`config.mk`:
```
export PLATFORM = sky130hd
export DESIGN_NAME = eth_rx_top
export DESIGN_NICKNAME = d
export VERILOG_FILES = /design/src/hdl/eth_rx_pkg.sv /design/src/hdl/gmii_rx_sync.sv /design/src/hdl/eth_preamble_strip.sv /design/src/hdl/eth_fcs_check.sv /design/src/hdl/eth_header_parse.sv /design/src/hdl/eth_rx_top.sv
export SDC_FILE = /design/constraint.sdc
export NUM_CORES = 1
export LEC_CHECK = 0
export BUFFER_PORTS_ARGS = -buffer_cell sky130_fd_sc_hd__buf_4
export CORE_MARGIN = 8
export CORE_UTILIZATION = 41
export CTS_BUF_LIST = sky130_fd_sc_hd__clkbuf_4 sky130_fd_sc_hd__clkbuf_8
export DETAILED_ROUTE_END_ITERATION = 8
export SETUP_SLACK_MARGIN = 0.4
export SYNTH_ARGS = -nofsm -noshare
export SYNTH_HDL_FRONTEND = slang
export SYNTH_HIERARCHICAL = 1
export SYNTH_SLANG_ARGS = --single-unit
```
`constraint.sdc`:
```
create_clock -name clk_i -period 3.2 [get_ports clk_i]
set_input_delay 0.64 -clock clk_i [delete_from_list [all_inputs] [get_ports clk_i]]
set_output_delay 0.64 -clock clk_i [all_outputs]
set_load 0.01 [all_outputs]
```
`src/hdl/eth_rx_pkg.sv`:
```
`default_nettype none

package eth_rx_pkg;

    // One byte position of the receive stream
    typedef struct packed {
        logic [7:0] data;
        logic       valid;
        logic       first;
        logic       last;
        logic       err;
    } frame_beat_t;

    // The byte received first sits in the top byte of each field
    typedef struct packed {
        logic [47:0] dst_mac;
        logic [47:0] src_mac;
        logic [15:0] ethertype;
    } eth_header_t;

    localparam logic [7:0]  PREAMBLE_BYTE = 8'h55;
    localparam logic [7:0]  SFD_BYTE      = 8'hd5;
    localparam int          HEADER_BYTES  = 14;
    localparam int          FCS_BYTES     = 4;
    localparam logic [31:0] CRC_INIT      = 32'hffff_ffff;

    // Residue of data plus a good FCS, written in MSB-first bit order
    localparam logic [31:0] CRC_RESIDUE   = 32'hc704_dd7b;
    localparam logic [47:0] BROADCAST_MAC = 48'hffff_ffff_ffff;

    // Reflected form of the IEEE 802.3 polynomial
    localparam logic [31:0] CRC_POLY      = 32'hedb8_8320;

    // Advances the LSB-first CRC register by one byte, low bit first as on the wire
    function automatic logic [31:0] crc32_byte(
        input logic [31:0] crc,
        input logic [7:0]  data
    );
        logic [31:0] c;
        c = crc ^ {24'h0, data};
        for (int i = 0; i < 8; i++) begin
            if (c[0]) begin
                c = (c >> 1) ^ CRC_POLY;
            end else begin
                c = c >> 1;
            end
        end
        return c;
    endfunction

endpackage

`default_nettype wire

```
`src/hdl/gmii_rx_sync.sv`:
```
`default_nettype none

module gmii_rx_sync
    import eth_rx_pkg::*;
(
    input  logic        clk_i,
    input  logic        rst_i,
    input  logic [7:0]  rx_d_i,
    input  logic        rx_dv_i,
    output frame_beat_t beat_o
);

    logic [7:0] rx_d_q;
    logic       rx_dv_q;

    // The beat register sees the following data-valid, so a frame end is known in time
    always_ff @(posedge clk_i) begin
        rx_d_q      <= rx_d_i;
        beat_o.data <= rx_d_q;
        if (rst_i) begin
            rx_dv_q      <= 1'b0;
            beat_o.valid <= 1'b0;
            beat_o.first <= 1'b0;
            beat_o.last  <= 1'b0;
            beat_o.err   <= 1'b0;
        end else begin
            rx_dv_q      <= rx_dv_i;
            beat_o.valid <= rx_dv_q;
            beat_o.first <= rx_dv_q & ~beat_o.valid;
            beat_o.last  <= rx_dv_q & ~rx_dv_i;
            beat_o.err   <= 1'b0;
        end
    end

    // Only a byte that is present can close a frame
    a_last_is_valid: assert property (
        @(posedge clk_i) disable iff (rst_i)
        beat_o.last |-> beat_o.valid
    );

endmodule

`default_nettype wire

```
`src/hdl/eth_preamble_strip.sv`:
```
`default_nettype none

module eth_preamble_strip
    import eth_rx_pkg::*;
(
    input  logic        clk_i,
    input  logic        rst_i,
    input  frame_beat_t beat_i,
    output frame_beat_t beat_o
);

    typedef enum logic [1:0] {
        ST_IDLE,
        ST_PREAMBLE,
        ST_PAYLOAD,
        ST_DISCARD
    } state_t;

    state_t state_q;
    state_t state_d;
    logic   sof_q;
    logic   fwd;

    assign fwd = beat_i.valid && (state_q == ST_PAYLOAD);

    always_comb begin
        state_d = state_q;
        if (beat_i.valid) begin
            case (state_q)
                ST_IDLE: begin
                    if (beat_i.first) begin
                        if (beat_i.data == PREAMBLE_BYTE) begin
                            state_d = ST_PREAMBLE;
                        end else begin
                            state_d = ST_DISCARD;
                        end
                    end
                end
                ST_PREAMBLE: begin
                    if (beat_i.data == SFD_BYTE) begin
                        state_d = ST_PAYLOAD;
                    end else if (beat_i.data != PREAMBLE_BYTE) begin
                        state_d = ST_DISCARD;
                    end
                end
                default: begin
                    state_d = state_q;
                end
            endcase
            // The end of a frame always releases the machine
            if (beat_i.last) begin
                state_d = ST_IDLE;
            end
        end
    end

    always_ff @(posedge clk_i) begin
        beat_o.data <= beat_i.data;
        if (rst_i) begin
            state_q      <= ST_IDLE;
            sof_q        <= 1'b0;
            beat_o.valid <= 1'b0;
            beat_o.first <= 1'b0;
            beat_o.last  <= 1'b0;
            beat_o.err   <= 1'b0;
        end else begin
            state_q      <= state_d;
            beat_o.valid <= fwd;
            beat_o.first <= fwd & sof_q;
            beat_o.last  <= fwd & beat_i.last;
            beat_o.err   <= fwd & beat_i.err;
            // Byte after the SFD opens the frame
            if (state_q == ST_PREAMBLE && state_d == ST_PAYLOAD) begin
                sof_q <= 1'b1;
            end else if (fwd) begin
                sof_q <= 1'b0;
            end
        end
    end

    a_valid_in_payload: assert property (
        @(posedge clk_i) disable iff (rst_i)
        beat_o.valid |-> $past(state_q) == ST_PAYLOAD
    );

endmodule

`default_nettype wire

```
`src/hdl/eth_fcs_check.sv`:
```
`default_nettype none

module eth_fcs_check
    import eth_rx_pkg::*;
(
    input  logic        clk_i,
    input  logic        rst_i,
    input  frame_beat_t beat_i,
    output frame_beat_t beat_o
);

    // Entry FCS_BYTES-1 holds the oldest byte
    logic [FCS_BYTES-1:0][7:0] dline_q;
    logic [2:0]                fill_q;
    logic                      sent_q;
    logic [31:0]               crc_q;
    logic [31:0]               crc_d;
    logic [31:0]               crc_msb;
    logic                      full;
    logic                      emit;
    logic                      bad_fcs;

    assign crc_d   = crc32_byte(beat_i.first ? CRC_INIT : crc_q, beat_i.data);
    assign crc_msb = {<<{crc_d}};
    assign bad_fcs = crc_msb != CRC_RESIDUE;
    assign full    = fill_q == 3'(FCS_BYTES);

    // A held byte leaves only once the line is full of newer bytes of its own frame
    assign emit = beat_i.valid && !beat_i.first && full;

    always_ff @(posedge clk_i) begin
        if (beat_i.valid) begin
            dline_q <= {dline_q[FCS_BYTES-2:0], beat_i.data};
            crc_q   <= crc_d;
        end
        beat_o.data <= dline_q[FCS_BYTES-1];
        if (rst_i) begin
            fill_q       <= '0;
            sent_q       <= 1'b0;
            beat_o.valid <= 1'b0;
            beat_o.first <= 1'b0;
            beat_o.last  <= 1'b0;
            beat_o.err   <= 1'b0;
        end else begin
            beat_o.valid <= emit;
            beat_o.first <= emit & ~sent_q;
            beat_o.last  <= emit & beat_i.last;
            beat_o.err   <= emit & beat_i.last & bad_fcs;
            if (beat_i.valid) begin
                if (beat_i.last) begin
                    fill_q <= '0;
                end else if (beat_i.first) begin
                    fill_q <= 3'd1;
                end else if (!full) begin
                    fill_q <= fill_q + 3'd1;
                end
                if (beat_i.first) begin
                    sent_q <= 1'b0;
                end else if (emit) begin
                    sent_q <= 1'b1;
                end
            end
        end
    end

    // Nothing leaves before four bytes of the same frame have been held back
    a_emit_when_full: assert property (
        @(posedge clk_i) disable iff (rst_i)
        beat_o.valid |-> $past(fill_q) == 3'(FCS_BYTES)
    );

endmodule

`default_nettype wire

```
`src/hdl/eth_header_parse.sv`:
```
`default_nettype none

module eth_header_parse
    import eth_rx_pkg::*;
(
    input  logic        clk_i,
    input  logic        rst_i,
    input  frame_beat_t beat_i,
    input  logic [47:0] local_mac_i,
    input  logic        promisc_i,
    output frame_beat_t beat_o,
    output eth_header_t header_o
);

    logic [3:0]                cnt_q;
    logic [3:0]                byte_idx;
    logic [HEADER_BYTES*8-1:0] hdr_q;
    logic [HEADER_BYTES*8-1:0] hdr_d;
    eth_header_t               hdr_cand;
    logic                      in_hdr;
    logic                      hdr_done;
    logic                      match;
    logic                      accept_q;
    logic                      sop_q;
    logic                      fwd;

    assign byte_idx = beat_i.first ? 4'd0 : cnt_q;
    assign in_hdr   = byte_idx < 4'(HEADER_BYTES);
    assign hdr_done = beat_i.valid && (byte_idx == 4'(HEADER_BYTES - 1));
    assign hdr_d    = {hdr_q[HEADER_BYTES*8-9:0], beat_i.data};
    assign hdr_cand = eth_header_t'(hdr_d);
    assign match    = promisc_i || (hdr_cand.dst_mac == local_mac_i)
                      || (hdr_cand.dst_mac == BROADCAST_MAC);
    assign fwd      = beat_i.valid && !in_hdr && accept_q;

    always_ff @(posedge clk_i) begin
        if (beat_i.valid && in_hdr) begin
            hdr_q <= hdr_d;
        end
        // A header is published only when payload will follow
        if (hdr_done && match && !beat_i.last) begin
            header_o <= hdr_cand;
        end
        beat_o.data <= beat_i.data;
        if (rst_i) begin
            cnt_q        <= '0;
            accept_q     <= 1'b0;
            sop_q        <= 1'b0;
            beat_o.valid <= 1'b0;
            beat_o.first <= 1'b0;
            beat_o.last  <= 1'b0;
            beat_o.err   <= 1'b0;
        end else begin
            beat_o.valid <= fwd;
            beat_o.first <= fwd & sop_q;
            beat_o.last  <= fwd & beat_i.last;
            beat_o.err   <= fwd & beat_i.err;
            if (beat_i.valid) begin
                if (in_hdr) begin
                    cnt_q <= byte_idx + 4'd1;
                end
                if (beat_i.last) begin
                    accept_q <= 1'b0;
                    sop_q    <= 1'b0;
                end else if (hdr_done) begin
                    accept_q <= match;
                    sop_q    <= match;
                end else if (fwd) begin
                    sop_q <= 1'b0;
                end
            end
        end
    end

    a_marks_in_accepted: assert property (
        @(posedge clk_i) disable iff (rst_i)
        (beat_o.first || beat_o.last) |-> $past(accept_q)
    );

    // The header seen by the consumer holds still across the payload
    a_header_steady: assert property (
        @(posedge clk_i) disable iff (rst_i)
        (beat_o.valid && !beat_o.first) |-> $stable(header_o)
    );

endmodule

`default_nettype wire

```
`src/hdl/eth_rx_top.sv`:
```
`default_nettype none

module eth_rx_top
    import eth_rx_pkg::*;
(
    input  logic        clk_i,
    input  logic        rst_i,
    input  logic [7:0]  rx_d_i,
    input  logic        rx_dv_i,
    input  logic [47:0] local_mac_i,
    input  logic        promisc_i,
    output frame_beat_t m_beat_o,
    output eth_header_t m_header_o
);

    frame_beat_t sync_beat;
    frame_beat_t frame_beat;
    frame_beat_t checked_beat;

    gmii_rx_sync i_sync (
        .clk_i   (clk_i),
        .rst_i   (rst_i),
        .rx_d_i  (rx_d_i),
        .rx_dv_i (rx_dv_i),
        .beat_o  (sync_beat)
    );

    eth_preamble_strip i_strip (
        .clk_i  (clk_i),
        .rst_i  (rst_i),
        .beat_i (sync_beat),
        .beat_o (frame_beat)
    );

    eth_fcs_check i_fcs (
        .clk_i  (clk_i),
        .rst_i  (rst_i),
        .beat_i (frame_beat),
        .beat_o (checked_beat)
    );

    eth_header_parse i_parse (
        .clk_i       (clk_i),
        .rst_i       (rst_i),
        .beat_i      (checked_beat),
        .local_mac_i (local_mac_i),
        .promisc_i   (promisc_i),
        .beat_o      (m_beat_o),
        .header_o    (m_header_o)
    );

endmodule

`default_nettype wire

```
==> results.md <==
* Status: completed
* Port bufs at 183
* Hold Path Class: in2reg
* Fin. Hold Viols at 0
* Die height at between 150 and 200 um
* Clk_skew at 35.1 ps
* Via total after detailed routing at 7098
* Clock-pin slew on the worst setup and hold paths at approximately 60 ps
* Pleak at around 6 nW
* Pre-CTS setup slack at 384 ps
* Clock Root Buffer: clkbuf_8
* Fin crit period at ~2700 ps
* Cell area power density at approximately 560 mW/mm2
* Final Non-Filler Cells at about 1500
* Final core occ at between 50 and 60%
* Vias in the first global route at approximately 7200
* CP max FO at 3
* GRT Total Usage at 14.8%
* Total chip power at 9.22 mW
* Net Sw Frac at about a fifth
* Worst Path Arrival at 3110 ps
* # IOs at 184
* Combinational Power Share at under 10%
* DR WL/cell at between 15 and 20 um
* Slew Viols, Final at 0
* First-pass GRT wire length at between 40000 and 50000 um
* Internal power consumption at ~7.4 mW
* Critical Path Sink Type: register
* Iter 0 DRT Violations at 445
* Gr ovfl total at 0
* Final Cycle Share at between 80% and 90%
* Starting density of the core at roughly two fifths
* Syn_area_per_cell at between 15 and 20 um2
* # placed instances at approximately 1400
* HPWL Detailed at 20600 um
* CTS Sinks at ~350
* Buffer levels on the longest clock path at 3
* Yosys warning count at 6
* Full die area at 0.0371 mm2
* Fmax at between 300 and 400 MHz
* Setup Viol. Count Final at 0
* Setup CP Type: reg2reg
* Global placer's final weighted congestion at 0.896
* Setup TNS at 0 ps
* CORE AREA at about 0.031 mm2
* H-tree depth at 2
* Drt drc at 0
* Diode count at 0
* Hold-fix buffers at CTS at 0
* Startpoint Class: register
* Cell Area, Placed at around 0.015 mm2
* Clock power frac at between 40% and 50%
* P_sw at ~1.8 mW
* Number of routed nets with antenna violations at 0
* Worst VDD drop at between 0.4 and 0.5 mV
* Antenna violations before repair at 0
* Final Cell Area at 0.0165 mm2
* Cell area after synthesis at between 0.01 and 0.015 mm2
* FP Rows at between 60 and 70
* Cts bufs inserted at 54
* Layout cells sized above 1 at a little over a third
* Drt pass-1 iters at 5
* Slew @ Worst Pin at ~640 ps
* RSZ-0062 raised after global routing: no
* Routed wire length at approximately 28000 um
* Later-pin clock latency in the skew report at 580 ps
* Area growth from synthesis to layout at 28.7%
* Die X at between 150 and 200 um
* DR vias/cell at about 4.8
* MaxCap Viol Count at 0
* Syn_nets at between 800 and 900
* Post-Syn Instances at approximately 750
* Hold slack final at 176 ps
* Largest net degree at the start of global routing at 44
* Flop pwr share at 52.9%
* Worst setup margin at 532 ps
* TritonCTS clock tree: yes
* Slew headroom at about 57%
* Nets@finish at between 1000 and 1500
* Critical Path RT at around 3600 ps
-- metal layers --
metal | up-vias | routed length [um] | track usage (%)
met5 | - | 0 | 0
met3 | 38 | 2370 | 3.56
li1 | 3356 | - | -
met1 | 3458 | 12200 | 19.5
met2 | 246 | 13400 | 24.4
met4 | 0 | 437 | 3.88
-- final cells by class --
cell class	instances	area, um2
fillers	2496	14200
flip-flops and latches	348	9780
multi-input cells	372	3090
repair buffers	239	1880
clock buffers	87	1040
well taps	396	495
clock inverters	14	150
inverters	8	33.8
-- final timing paths --
kind,from,endpoint,slack [ps],cells after the start
hold reg to reg,i_sync/rx_d_q[6],i_sync/beat_o[10],320,0
setup reg to reg,i_strip/beat_o[4],i_fcs/beat_o[0],530,8
hold / removal,rx_d_i[0],i_sync/rx_d_q[0],180,1
setup / recovery,i_strip/beat_o[4],i_fcs/beat_o[0],530,8
-- registers in the layout, indices dropped and copies added, names as in the netlist, 2 cells and up --
name	cells
i_fcs/beat_o	12
i_fcs/crc_q	32
i_fcs/dline_q	32
i_fcs/fill_q	3
i_parse/beat_o	12
i_parse/cnt_q	4
i_parse/hdr_q	104
i_parse/header_o	112
i_strip/beat_o	11
i_strip/state_q	2
i_sync/beat_o	11
i_sync/rx_d_q	8
-- repair_timing --
| action | CTS | global route |
|---|---|---|
| pin swaps | 0 | 4 |
| buffers inserted | 1 | 5 |
| gates resized for setup | 2 | 15 |
| endpoints found under the setup margin | 1 | 1 |
-- cells in the final DEF, fill, tap and decap left out, drive strengths merged, types with 8 or more instances in the layout --
| master | count |
|---|---|
| clkbuf | 87 |
| a21oi | 8 |
| buf | 239 |
| xor2 | 26 |
| xnor3 | 10 |
| nor4 | 9 |
| nor2 | 34 |
| xnor2 | 104 |
| nand4 | 26 |
| nor3 | 10 |
| edfxtp | 280 |
| o21ai | 13 |
| dfxtp | 68 |
| nand3 | 9 |
| and2 | 8 |
| clkinv | 11 |
| nand2 | 30 |
-- worst max-delay path, stage by stage (launching register included) --
cell      delay, ps
dfxtp_4         370
xor3_1          440
or3_4           360
o211a_1         140
a211o_1         300
a2111o_1        400
a222oi_1        320
buf_4           160
a21boi_1         60
-- power by group through the flow --
stage	logic [mW]	registers (mW)	clock network [mW]
2_1_floorplan	0.235	4.97	0
3_3_place_gp	0.403	4.98	0
3_5_place_dp	0.404	4.98	0
4_1_cts	0.408	4.88	4.04
5_1_grt	0.449	4.88	4.25
6_report	0.419	4.88	3.93
Note: power is estimated with default switching activity, not from simulation.
